--- config.mk ---
export PLATFORM = sky130hd
export DESIGN_NAME = cpu_window_mapper
export DESIGN_NICKNAME = d
export VERILOG_FILES = /design/src/source/zx_mem_pkg.sv /design/src/source/cpu_window_mapper.sv
export SDC_FILE = /design/constraint.sdc
export NUM_CORES = 1
export LEC_CHECK = 0
export BUFFER_PORTS_ARGS = -buffer_cell sky130_fd_sc_hd__buf_2
export CAP_MARGIN = 20
export CORE_ASPECT_RATIO = 1.5
export CORE_UTILIZATION = 45
export CTS_CLUSTER_SIZE = 8
export DETAILED_ROUTE_END_ITERATION = 7
export PLACE_DENSITY = 0.73
export SLEW_MARGIN = 20
export SYNTH_ARGS = -nofsm -noshare
export SYNTH_HDL_FRONTEND = slang
export SYNTH_SLANG_ARGS = --single-unit
--- constraint.sdc ---
create_clock -name fclk -period 2.2 [get_ports fclk]
set_input_delay 0.44 -clock fclk [delete_from_list [all_inputs] [get_ports fclk]]
set_output_delay 0.44 -clock fclk [all_outputs]
set_load 0.02 [all_outputs]
--- src/source/zx_mem_pkg.sv ---
package zx_mem_pkg;

	////////////////////////////////////////////////////////////////////////////
	// sizes
	////////////////////////////////////////////////////////////////////////////

	// queue depth per source, also the starting credit count
	localparam int REQ_CREDITS = 2;
	localparam int REQ_PTR_W   = $clog2(REQ_CREDITS);
	localparam int CREDIT_W    = $clog2(REQ_CREDITS + 1);

	// word-address bits decoded by the store, the rest alias
	localparam int STORE_AW    = 12;

	// word offset inside a 16 KB window
	localparam int WIN_OFF_W   = 13;

	////////////////////////////////////////////////////////////////////////////
	// bus types
	////////////////////////////////////////////////////////////////////////////

	typedef logic [15:0]                      cpu_addr_t;
	typedef logic [7:0]                       page_t;
	typedef logic [8+WIN_OFF_W-1:0]           phys_addr_t;
	typedef logic [15:0]                      mem_word_t;
	typedef logic [1:0]                       bsel_t;
	typedef logic [CREDIT_W-1:0]              credit_t;

	typedef enum logic {src_cpu = 1'b0, src_video = 1'b1} src_t;

	typedef struct packed {
		logic       rnw;
		phys_addr_t addr;
		mem_word_t  wdata;
		bsel_t      bsel;
	} mem_req_t;

	typedef struct packed {
		logic      valid;
		src_t      src;
		mem_word_t data;
	} mem_rsp_t;

endpackage
--- src/source/cpu_window_mapper.sv ---
`timescale 1ns/1ns

module cpu_window_mapper
	import zx_mem_pkg::*;
(
	input  logic       fclk,
	input  logic       rst_n,

	// z80 byte access
	input  logic       cpu_valid,
	input  logic       cpu_rnw,
	input  cpu_addr_t  cpu_addr,
	input  logic [7:0] cpu_wdata,

	// page registers
	input  logic       pg_wr,
	input  logic [1:0] pg_win,
	input  page_t      pg_val,

	output logic       cpu_ready,

	// toward the arbiter
	output logic       req_valid,
	output mem_req_t   req,
	input  logic       credit,
	input  mem_rsp_t   rsp,

	output logic       cpu_rdata_valid,
	output logic [7:0] cpu_rdata
);

	page_t                win_page [4];
	credit_t              credits;
	logic                 accept;
	mem_req_t             mapped;

	// address bit 0 of outstanding reads, oldest at lane_rp
	// two can wait for issue and two more sit in the store pipeline
	logic                 lane_q [2**(REQ_PTR_W+1)];
	logic [REQ_PTR_W:0]   lane_wp;
	logic [REQ_PTR_W:0]   lane_rp;

	assign cpu_ready = (credits != '0);
	assign accept    = cpu_valid && cpu_ready;

	////////////////////////////////////////////////////////////////////////////
	// window mapping
	////////////////////////////////////////////////////////////////////////////

	always_ff @(posedge fclk)
	begin
		if (!rst_n)
		begin
			for (int i = 0; i < 4; i++)
				win_page[i] <= page_t'(i);
		end
		else if (pg_wr)
			win_page[pg_win] <= pg_val;
	end

	always_comb
	begin
		mapped.rnw   = cpu_rnw;
		mapped.addr  = {win_page[cpu_addr[15:14]], cpu_addr[13:1]};
		// byte goes to both halves, lane picked by bsel
		mapped.wdata = {cpu_wdata, cpu_wdata};
		if (cpu_rnw)
			mapped.bsel = 2'b11;
		else
			mapped.bsel = cpu_addr[0] ? 2'b10 : 2'b01;
	end

	////////////////////////////////////////////////////////////////////////////
	// request stage and credits
	////////////////////////////////////////////////////////////////////////////

	always_ff @(posedge fclk)
	begin
		if (!rst_n)
		begin
			req_valid <= 1'b0;
			credits   <= credit_t'(REQ_CREDITS);
		end
		else
		begin
			req_valid <= accept;
			credits   <= credits - credit_t'(accept) + credit_t'(credit);
		end
	end

	always_ff @(posedge fclk)
	begin
		if (accept)
			req <= mapped;
	end

	// read lane queue
	always_ff @(posedge fclk)
	begin
		if (!rst_n)
		begin
			lane_wp <= '0;
			lane_rp <= '0;
		end
		else
		begin
			if (accept && cpu_rnw)
				lane_wp <= lane_wp + 1'b1;
			if (rsp.valid)
				lane_rp <= lane_rp + 1'b1;
		end
	end

	always_ff @(posedge fclk)
	begin
		if (accept && cpu_rnw)
			lane_q[lane_wp] <= cpu_addr[0];
	end

	assign cpu_rdata_valid = rsp.valid;
	assign cpu_rdata       = lane_q[lane_rp] ? rsp.data[15:8] : rsp.data[7:0];

endmodule

# Word-level counts from Yosys, hierarchy flattened
# Memories as Yosys holds them, arrays and structs flattened. A register that Yosys moved wholly into a read port is not among the register bits.
# Cells that the tools add are included.
word_totals:
  mem_count: 2
  out_inout_bits: 51
  elab_cells: 31
  register_bits: 47
  ramBits: 36
memory_table:
  columns: ["memory", "words", "word_bits", "read_ports", "rd_clocked_by_memory_dff", "wr", "line_no", "text"]
  rows:
  - ["win_page", 4, 8, 1, 1, 4, "cpu_window_mapper.sv:32", "page_t win_page [4];"]
  - ["lane_q", 4, 1, 1, 1, 1, "cpu_window_mapper.sv:39", "logic lane_q [2**(REQ_PTR_W+1)];"]
op_classes:
  add_sub_neg: 4
  mux: 13
  reduce_logical: 4
ops:
  columns: ["operator", "count"]
  rows:
  - ["8-bit 2-to-1 mux", 2]
  - ["2-bit 2-to-1 mux", 4]
  - ["8-bit OR reduction", 1]
  - ["1-bit 2-to-1 mux", 7]
  - ["2-bit by 1-bit adder with 2-bit output (second input constant)", 2]
  - ["2-bit by 1-bit adder with 2-bit output", 1]
  - ["1-bit logical AND", 2]
  - ["2-bit nonzero test", 1]
  - ["2-bit by 1-bit subtractor with 2-bit output", 1]

# Longest topological paths before layout
logic_depth:
  ltp_word: 5
  depth_mapped: 6

# Worst setup path after synthesis
# OpenSTA, ideal clock, no wires.
synth_timing:
  path_type: "reg-to-reg"
  from: "reg credits[1]"
  to: "reg req[0] (netlist name) (enable)"
  stages_incl_launch_ff: 4
  required_ps: 1808
  path_slack_ps: 398
  arrival_ps: 1410
  cell_sequence: "dfxtp_1 -> inv_1 -> nand2_1 -> and2_1"
synth_between:
  elab_chain_len: 2
synth_lines:
  columns: ["element", "line_no", "text"]
  rows:
  - ["start: declaration", "cpu_window_mapper.sv:33", "credit_t credits;"]
  - ["start signal: assignment", "cpu_window_mapper.sv:82", "credits <= credit_t'(REQ_CREDITS);"]
  - ["start signal: assignment", "cpu_window_mapper.sv:87", "credits <= credits - credit_t'(accept) + credit_t'(credit);"]
  - ["2-bit nonzero test", "cpu_window_mapper.sv:43", "assign cpu_ready = (credits != '0);"]
  - ["via cpu_ready", "cpu_window_mapper.sv:20", "output logic cpu_ready,"]
  - ["1-bit logical AND", "cpu_window_mapper.sv:44", "assign accept = cpu_valid && cpu_ready;"]
  - ["via accept", "cpu_window_mapper.sv:34", "logic accept;"]
  - ["end signal: assignment", "cpu_window_mapper.sv:94", "req <= mapped;"]
  - ["end: declaration", "cpu_window_mapper.sv:24", "output mem_req_t req,"]
# The timed path passes the listed nets, and every way through them passes these cells.
# A chain may end at the register's enable or synchronous reset.

==> flow_summary.yaml <==
status:
  status: "finished, final reports clean"
routing:
  first_pass_iters: 4
  wl_mm: 5.20
  drt-wirelength-per-cell_um: 13.7
  vias_per_cell: 4.82
  vias: 1831
  antenna_left: 0
  drt_iter0_markers: 87
  drc: 0
global_route:
  grt_pass1_wl_mm: 8.14
  grt_max_degree: 33
  grt_pass1_vias: 1744
  track_usage_pct: 14.9
  antenna_found_initial: 0
  overflow: 0
worst_setup_path:
  critPathRequiredTime_ps: 1760
  worst-path-max-fanout: 8
  crit_chain: "mux2i_1 -> mux2_4 -> mux2_4 -> buf_2"
  cp-end-kind: "output pin"
  critPathMostFrequentCell: "mux2_4"
  path_buf_inv: 1
  cp_top_family: "multiplexers"
  critPathSlowestCell: "dfxtp_1"
  worstPathArrival_ps: 1650
  cp-start-kind: "flip-flop"
  critPathMaxStageDelay_ps: 370
  worstSetupPathType: "flip-flop to output pin"
floorplan:
  io_pins: 109
  core_area_sq_mm: 0.00681
  start_util_pct: 46.4
  die_x_um: 70.4
  die_y_um: 105
  floorplan.rows: 37
  die_area_sq_mm: 0.00736
final_layout:
  final_common_cell: "buf_2"
  fin_cells: 380
  stdcell_area_sq_mm: 0.00393
  mostFrequentLayoutCells: "buf_2 (107), edfxtp_1 (68), and2_1 (32)"
  area_growth_syn_to_layout_pct: 24.5
  drive_gt1_share_pct: 50.0
  antenna_cells: 0
  nNetsFinal: 360
sta:
  fin_crit_sh_pct: 94.9
  worst_pin_slew_ps: 478
  clock.fmax_mhz: 479
  tns_ps: 0
  clock_skew_ps: 8.28
  setup_viol_count_final: 0
  slew_headroom_pct: 68.1
  drv_slew: 0
  rsz0062_at_grt: "false"
  fin_crit_ps: 2090
  hold_viol_final: 0
synth:
  ys_ff_latch: 77
  synth_warnings: 0
  synth_top_area_share_pct: 64.7
  yosysSeqAreaShare_pct: 70.4
  syn_nets: 250
  synth_area_sq_mm: 0.00316
  synth_cell_type_count: 26
  postSynthAreaPerCell_sq_um: 16.9
  yosys.area.top_type: "edfxtp_1"
  syn_inst: 187
  synth_area_leaders: "edfxtp_1 (65%), and2_1 (6.3%), dfxtp_1 (5.7%)"
cts:
  postCtsSetupRepairBufs: 0
  ctsHoldBuffers: 0
  clkLatencyLatePin_ps: 340
  cts_tree: "built"
  root_buffer: "clkbuf_8"
  clk_pin_slew_ps: 80
  cts-htree-levels: 3
  clock_path_buffers: 2
  post_cts_resized: 0
  cts_sinks: 77
  numCtsBuffers: 9
power:
  p_total_uw: 3190
  irDropWorstVdd_v: 0.000370
  power_leakage_uw: 0.00166
  power_density_mw_per_mm2: 812
run:
  drv_cap: 0
placement:
  placed_cells: 364
  io_buffers: 107
  gp_congestion: 0.747
  dpl_cell_area_sq_mm: 0.00374
  place_hpwl_mm: 3.72
min_path:
  worst_hold_path_type: "primary input to flip-flop"
## sequential cells by signal (all words and copies together), names as in the netlist, named ones only
signal and flops:
req_valid 1, lane_q 4, credits 2, win_page 32, req 32, lane_wp 2, lane_rp 2
## final timing paths
kind                 from           end  slack, ps  cells after the start
max             flip-flop  cpu_rdata[3]        110                      4
min reg2reg    lane_wp[1]    lane_wp[1]        510                      2
min          cpu_wdata[0]       req[10]        260                      1
max reg2reg    credits[0]       req[26]        860                      4
## through the flow
stage / setup WS, ps / hold WS [ps] / util, %
after floorplan: 398 / 469 / -
after global placement: 464 / 486 / 55.0
after detailed placement: 412 / 498 / 55.0
after CTS: 73.0 / 244 / 57.8
after global routing: 25.8 / 236 / 57.8
final: 113 / 263 / 57.8
## Yosys cell counts, drive strengths merged
master	instances
nor2b	1
mux2i	2
or2	3
buf	11
mux2	9
nand3	2
clkbuf	2
nor3	2
mux4	8
ha	5
and3	7
nand2	6
inv	4
and2	32
nor3b	2
edfxtp	68
o21ai	3
nand3b	1
dfxtp	9
o211a	1
xor2	1
xnor2	2
nand2b	6
## logic make-up after synthesis
family / Yosys count / share of synthesized area, %
adders and majority gates: 5 / 1.98
DFF: 77 / 70.4
xor gates and xnor gates: 3 / 0.832
and+or+nand+nor: 62 / 12.2
AOI/OAI and AO/OA: 4 / 0.793
buffers and inverters: 17 / 3.13
muxes: 19 / 10.6
## power by group
part	internal, uW	switching (uW)	leakage (uW)	total (uW)
Combinational	190	256	0.000829	446
Clock	437	554	0.0000971	991
Sequential	1720	33.5	0.000729	1750
## worst reg2reg max path, cell delays in order (launching register included)
cell and delay [ps]:
dfxtp_1 360, inv_1 60, nand2_1 90, and2_1 120
buf_4 350
## final cells by class
type / count / area (sq um)
Clock buffer: 9 / 124
Clock inverter: 7 / 63.8
Fill cell: 553 / 2870
Inverter: 4 / 15.0
Multi-Input combinational cell: 93 / 836
Sequential cell: 77 / 2220
Tap cell: 78 / 97.6
Timing Repair Buffer: 112 / 573
## routing by layer
metal	global-route usage (%)	part of all wire, %
met2	26.8	55
met5	0	0
met4	8.14	2.4
met1	15.5	37
met3	3.86	5.9
No activity file was read; power rests on OpenSTA's default activity.
