### config.mk
export PLATFORM = sky130hd
export DESIGN_NAME = dram_slot_arbiter
export DESIGN_NICKNAME = d
export VERILOG_FILES = /design/src/source/zx_mem_pkg.sv /design/src/source/dram_slot_arbiter.sv
export SDC_FILE = /design/constraint.sdc
export NUM_CORES = 1
export LEC_CHECK = 0
export BUFFER_PORTS_ARGS = -buffer_cell sky130_fd_sc_hd__buf_2
export CORE_UTILIZATION = 39
export CTS_BUF_LIST = sky130_fd_sc_hd__clkbuf_16
export CTS_CLUSTER_SIZE = 8
export DETAILED_ROUTE_END_ITERATION = 6
export GPL_TIMING_DRIVEN = 0
export PLACE_DENSITY = 0.59
export SYNTH_ARGS = -nofsm -noshare
export SYNTH_HDL_FRONTEND = slang
export SYNTH_SLANG_ARGS = --single-unit
### constraint.sdc
create_clock -name fclk -period 8.9 [get_ports fclk]
set_input_delay 2.67 -clock fclk [delete_from_list [all_inputs] [get_ports fclk]]
set_output_delay 2.67 -clock fclk [all_outputs]
set_load 0.05 [all_outputs]
### src/source/zx_mem_pkg.sv
package zx_mem_pkg;

	////////////////////////////////////////////////////////////////////////////
	// sizes
	////////////////////////////////////////////////////////////////////////////

	// queue depth per source, also the starting credit count
	localparam int REQ_CREDITS = 2;
	localparam int REQ_PTR_W   = $clog2(REQ_CREDITS);
	localparam int CREDIT_W    = $clog2(REQ_CREDITS + 1);

	// word-address bits decoded by the store, the rest alias
	localparam int STORE_AW    = 12;

	// word offset inside a 16 KB window
	localparam int WIN_OFF_W   = 13;

	////////////////////////////////////////////////////////////////////////////
	// bus types
	////////////////////////////////////////////////////////////////////////////

	typedef logic [15:0]                      cpu_addr_t;
	typedef logic [7:0]                       page_t;
	typedef logic [8+WIN_OFF_W-1:0]           phys_addr_t;
	typedef logic [15:0]                      mem_word_t;
	typedef logic [1:0]                       bsel_t;
	typedef logic [CREDIT_W-1:0]              credit_t;

	typedef enum logic {src_cpu = 1'b0, src_video = 1'b1} src_t;

	typedef struct packed {
		logic       rnw;
		phys_addr_t addr;
		mem_word_t  wdata;
		bsel_t      bsel;
	} mem_req_t;

	typedef struct packed {
		logic      valid;
		src_t      src;
		mem_word_t data;
	} mem_rsp_t;

endpackage
### src/source/dram_slot_arbiter.sv
`timescale 1ns/1ns

module dram_slot_arbiter
	import zx_mem_pkg::*;
(
	input  logic     fclk,
	input  logic     rst_n,

	// requesters
	input  logic     cpu_valid,
	input  mem_req_t cpu_req,
	input  logic     vid_valid,
	input  mem_req_t vid_req,
	output logic     cpu_credit,
	output logic     vid_credit,

	// store side
	output logic     st_valid,
	output mem_req_t st_req,
	output src_t     st_src,
	input  mem_rsp_t st_rsp,

	// routed read data
	output mem_rsp_t cpu_rsp,
	output mem_rsp_t vid_rsp
);

	// queue index follows src_t: 0 is cpu, 1 is video
	logic [1:0]           in_valid;
	mem_req_t             in_req [2];
	logic [1:0]           pop;

	mem_req_t             q_mem [2][REQ_CREDITS];
	logic [REQ_PTR_W-1:0] q_wp [2];
	logic [REQ_PTR_W-1:0] q_rp [2];
	credit_t              q_cnt [2];

	logic                 vid_pick;
	logic                 cpu_pick;

	assign in_valid  = {vid_valid, cpu_valid};
	assign in_req[0] = cpu_req;
	assign in_req[1] = vid_req;

	////////////////////////////////////////////////////////////////////////////
	// slot choice, video first
	////////////////////////////////////////////////////////////////////////////

	assign vid_pick = (q_cnt[1] != '0);
	assign cpu_pick = !vid_pick && (q_cnt[0] != '0);

	assign st_valid = vid_pick || cpu_pick;
	assign st_src   = vid_pick ? src_video : src_cpu;
	assign st_req   = vid_pick ? q_mem[1][q_rp[1]] : q_mem[0][q_rp[0]];

	assign pop = {vid_pick, cpu_pick};

	// one credit back per issued entry
	assign cpu_credit = pop[0];
	assign vid_credit = pop[1];

	////////////////////////////////////////////////////////////////////////////
	// request queues
	////////////////////////////////////////////////////////////////////////////

	always_ff @(posedge fclk)
	begin
		if (!rst_n)
		begin
			for (int s = 0; s < 2; s++)
			begin
				q_wp[s]  <= '0;
				q_rp[s]  <= '0;
				q_cnt[s] <= '0;
			end
		end
		else
		begin
			for (int s = 0; s < 2; s++)
			begin
				if (in_valid[s])
					q_wp[s] <= q_wp[s] + 1'b1;
				if (pop[s])
					q_rp[s] <= q_rp[s] + 1'b1;
				q_cnt[s] <= q_cnt[s] + credit_t'(in_valid[s]) - credit_t'(pop[s]);
			end
		end
	end

	// credits keep the queues from overflowing
	always_ff @(posedge fclk)
	begin
		for (int s = 0; s < 2; s++)
		begin
			if (in_valid[s])
				q_mem[s][q_wp[s]] <= in_req[s];
		end
	end

	////////////////////////////////////////////////////////////////////////////
	// response routing by tag
	////////////////////////////////////////////////////////////////////////////

	always_comb
	begin
		cpu_rsp       = st_rsp;
		vid_rsp       = st_rsp;
		cpu_rsp.valid = st_rsp.valid && (st_rsp.src == src_cpu);
		vid_rsp.valid = st_rsp.valid && (st_rsp.src == src_video);
	end

endmodule

# Word-level counts from Yosys, hierarchy flattened
# Memory sizes are Yosys's and may differ from the RTL's.
# Index checks and enable logic that the tools add are counted.
# W data, S select, Z words.
[totals]
regBits = 0
mem_bits_rw = 168
input_bits = 102
output_inout_bits = 80
word_cells = 71
n_memories = 4
[mem_list]
columns = ["memory", "words", "width", "read_ports", "rd_clocked_by_memory_dff", "write_ports", "line_no", "text"]
rows = [
  ["q_mem", 2, 80, 2, 0, 2, "dram_slot_arbiter.sv:33", "mem_req_t q_mem [2][REQ_CREDITS];"],
  ["q_cnt", 2, 2, 2, 0, 2, "dram_slot_arbiter.sv:36", "credit_t q_cnt [2];"],
  ["q_rp", 2, 1, 2, 0, 2, "dram_slot_arbiter.sv:35", "logic [REQ_PTR_W-1:0] q_rp [2];"],
  ["q_wp", 2, 1, 2, 0, 2, "dram_slot_arbiter.sv:34", "logic [REQ_PTR_W-1:0] q_wp [2];"],
]
[op_classes]
n_addsub = 8
order_cmp = 6
muxes = 33
bitwise = 11
n_reduce_logical = 9
[ops]
columns = ["operator", "n"]
rows = [
  ["$mux W40", 9],
  ["$mux W80", 2],
  ["$demux W40 S1", 2],
  ["$mux W1", 18],
  ["$ge A2 B2 Y1 const B", 4],
  ["$not A1 Y2", 4],
  ["$or A1 B1 Y1", 6],
  ["$logic_and A1 B1 Y1", 5],
  ["$add A1 B1 Y1 const B", 4],
  ["$add A2 B1 Y2", 2],
  ["$lt A2 B1 Y1 const B", 2],
  ["$mux W2", 2],
  ["$reduce_bool A2 Y1", 2],
  ["$sub A2 B1 Y2", 2],
  ["$logic_not A1 Y1", 1],
  ["$logic_or A1 B1 Y1", 1],
  ["$not A1 Y1", 1],
]

# Logic depth before layout (Yosys ltp)
[logic_depth]
depth_word = 7
ltp_mapped = 8
mapped_depth_nobuf = 8

# Worst setup path after synthesis
# Ideal clock, no wire load.
[synth_path]
path_type = "in2out"
startpoint = "in st_rsp[17] in the netlist's numbering"
endpoint = "out cpu_rsp[17] in the netlist's numbering"
arrival_time_ps = 3377
t_required_ps = 6230
setup_slack_ps = 2853
cell_stages = 1
path_buffers = 0
path_cell_list = "nor2b_1"
[synth_via]
elab_chain_cells = 1
[synth_lines]
columns = ["element", "line_no", "text"]
rows = [
  ["start: declaration", "dram_slot_arbiter.sv:21", "input mem_rsp_t st_rsp,"],
  ["$logic_and A1 B1 Y1", "dram_slot_arbiter.sv:108", "cpu_rsp.valid = st_rsp.valid && (st_rsp.src == src_cpu);"],
  ["end: declaration", "dram_slot_arbiter.sv:24", "output mem_rsp_t cpu_rsp,"],
]
# No other way between the ends.

==> impl_metrics.csv <==
group,metric,value,unit
layout,design_area,8620,sq um
run_status,status,"finished clean",
timing,clock_skew,0.00627,ns
worst_setup_path,cpLargestDelayFamily,"buffers and inverters",
worst_setup_path,crit_path_cell_trace,"buf_2 > nor2b_1 > buf_2",
floorplan,dieHeight,134,microns
global_routing,grt_pass1_vias,3729,
floorplan,core_area,17200,sq um
worst_setup_path,startpoint,"st_rsp[16]",
worst_setup_path,cp-endpoint,"cpu_rsp[17]",
worst_setup_path,slowest_stage,"buf_2",
power,power.leakage,0.00360,uW
synth,synth_area,6840,sq um
floorplan,io_pins,182,
timing,max_slew_margin,52.2,%
cts,cts_tree,"built",
detailed_routing,drtIter0Drc,109,
place,dpl.hpwl,9040,microns
place,portBuffers,164,
cts,cts_resized,0,
timing,fin_tns_setup,0,ns
power,p_per_area,254,nW/um^2
floorplan,rows,48,
detailed_routing,drt-total-wl,13400,microns
worst_setup_path,reg2reg_slack,7.13,ns
worst_setup_path,startpoint_type,"input port",
detailed_routing,vias_per_cell,4.66,
timing,setup_violations,0,
worst_setup_path,critical_path_depth,3,
power,vdd_drop_max,0.132,mV
timing,worstMarginPinSlew,0.716,ns
place,gp_congestion,0.683,
cts,clockBufferDepth,2,
layout,final_nets,664,
timing,finalCriticalPeriod,5.84,ns
timing,fmax,171,MHz
worst_setup_path,critical_path_arrival,3.17,ns
detailed_routing,first_pass_iters,4,
cts,root_buffer,"clkbuf_16",
floorplan,die_w,134,microns
detailed_routing,drc_errors,0,
timing,hold_viol,0,
global_routing,grt_pass1_wl,19900,microns
detailed_routing,postRouteAntennaNets,0,
worst_setup_path,crit_top_cell,"buf_2",
place,placed_area,8040,sq um
layout,areaGrowthSynthToFinish,26.1,%
worst_setup_path,rr_endpoint,"q_cnt[0][1]$_SDFF_PN0_",
worst_setup_path,path_buf_inv,2,
worst_setup_path,ff2ff_path_depth,8,
run,maxCapViolCount,0,
synth,netlist_instances,372,
worst_setup_path,path_class,"input port to primary output",
floorplan,initial_utilization,39.7,%
synth,yosysSeqAreaShare,73.2,%
worst_setup_path,cp_max_fo,4,
cts,cts_setup_buffers,0,
worst_setup_path,cp.required,6.23,ns
layout,drive_gt1_share,44.6,%
timing,finalCritPeriodShare,65.6,%
cts,numCtsBuffers,17,
synth,synth_nets,477,
timing,drv_slew,0,
global_routing,grt_use_total,15.4,%
worst_setup_path,slowest_delay,0.27,ns
layout,final_cell_mix,"buf_2, edfxtp_1, mux2i_1, buf_4, clkbuf_16",
timing,rsz0062_at_grt,"no",
cts,cts.sinks,168,
layout,final_common_cell,"buf_2",
cts,hold_buffers,0,
global_routing,grt_max_degree,24,
synth,ys_ff_latch,168,
detailed_routing,routedWlPerCell,16.8,microns
synth,synth_cell_types,23,
cts,clk_latency,0.42,ns
worst_setup_path,regToRegStartpoint,"q_cnt[0][2]$_SDFF_PN0_",
global_routing,antenna_found_initial,1,
synth,syn_area_per_cell,18.4,sq um
detailed_routing,routed-via-count,3716,
global_routing,grt-ovfl-total,0,
floorplan,dieArea,18100,sq um
hold_path,min_path_type,"flip-flop to flip-flop",
cts,htreeDepth,4,
synth,yosys_warnings,0,
worst_setup_path,critPathCaptureType,"primary output",
cts,clkTransAtPathRegs,0.06,ns
-- worst min-delay path by stage --
stage / startpoint / endpoint / cells after the start
final: q_wp[0][1]$_SDFFCE_PN0P_ / q_wp[0][1]$_SDFFCE_PN0P_ / 1
after global routing: q_wp[0][1]$_SDFFCE_PN0P_ / q_wp[0][1]$_SDFFCE_PN0P_ / 1
after CTS: q_wp[0][1]$_SDFFCE_PN0P_ / q_wp[0][1]$_SDFFCE_PN0P_ / 1
after detailed placement: q_wp[0][1]$_SDFFCE_PN0P_ / q_wp[0][1]$_SDFFCE_PN0P_ / 1
after global placement: q_wp[0][0]$_SDFFCE_PN0P_ / q_wp[0][0]$_SDFFCE_PN0P_ / 1
after floorplan: q_wp[0][0]$_SDFFCE_PN0P_ / q_wp[0][0]$_SDFFCE_PN0P_ / 1
-- final cells by class --
type	count	area [sq um]
Timing Repair Buffer	168	908
Buffer	50	397
Sequential cell	168	5000
Multi-Input combinational cell	151	1440
Fill cell	1476	8620
Tap cell	225	282
Inverter	3	11.3
Antenna cell	1	2.50
Clock buffer	17	425
Clock inverter	15	149
-- report_power, final --
group          internal, uW  total, uW  leakage [uW]  switching, uW
logic                   175        542       0.00175            367
clock network           413        710      0.000275            297
registers               926        939       0.00158           13.6
total                  1510       2190       0.00360            678
-- worst reg2reg max path, stage by stage, from the launching register on --
cell     delay, ns
dfxtp_1       0.36
nor2_4        0.32
inv_2         0.11
nor2_1        0.16
ha_1          0.25
inv_1         0.05
ha_1          0.14
xnor3_1       0.21
nor2b_1       0.11
-- registers in the layout, indices dropped and copies added, names as in the netlist --
register / count
q_mem: 160
q_cnt: 4
q_rp: 2
q_wp: 2
-- per-stage QoR --
step	power (uW)	worst slack, ns	cells	hold slack, ns	util [%]
floorplan	1370	2.85	372	0.546	-
global placement	1500	2.28	761	0.561	46.1
detailed placement	1510	3.05	765	0.631	46.7
CTS	2220	3.05	797	0.644	50.0
global route	2280	3.04	797	0.670	50.0
finish	2190	3.06	798	0.640	50.0
-- synthesized netlist by cell type --
master / number / area share (%)
nand2_1: 2 / 0.11
and3b_2: 1 / 0.15
a21boi_0: 1 / 0.11
nand2b_1: 2 / 0.18
dfxtp_1: 4 / 1.2
nor2_1: 6 / 0.33
nor2_4: 1 / 0.16
mux2i_1: 120 / 18
nor2b_1: 4 / 0.37
buf_8: 4 / 0.88
buf_4: 43 / 4.7
xnor3_1: 1 / 0.33
o21a_1: 1 / 0.11
clkbuf_1: 1 / 0.055
buf_2: 2 / 0.15
ha_1: 3 / 0.55
inv_1: 2 / 0.11
o41ai_1: 1 / 0.13
and2_1: 5 / 0.46
o21ai_0: 2 / 0.15
inv_2: 1 / 0.055
and2b_2: 1 / 0.13
edfxtp_1: 164 / 72
-- routing by layer --
| metal | GRT usage, % | wire length, microns | vias to the layer above |
|---|---|---|---|
| met5 | 0 | 0 | - |
| met4 | 5.06 | 146 | 0 |
| met3 | 5.86 | 1030 | 12 |
| met2 | 26.7 | 6780 | 152 |
| met1 | 17.5 | 5450 | 1782 |
| li1 | - | - | 1770 |
-- kinds of logic (layout without fill, tap and decap cells) --
| family | count (synthesis) | after routing | share of synthesized area [%] |
|---|---|---|---|
| multiplexers | 120 | 120 | 17.6 |
| AND/OR/NAND/NOR | 22 | 22 | 1.89 |
| adder cells (fa/ha/maj) | 3 | 3 | 0.549 |
| flip-flops | 168 | 168 | 73.2 |
| XOR/XNOR | 1 | 1 | 0.329 |
| buffers and inverters | 53 | 253 | 5.97 |
| other | 0 | 1 | 0 |
| AO/OA/AOI/OAI | 5 | 5 | 0.494 |
(Power assumes the default switching activity.)
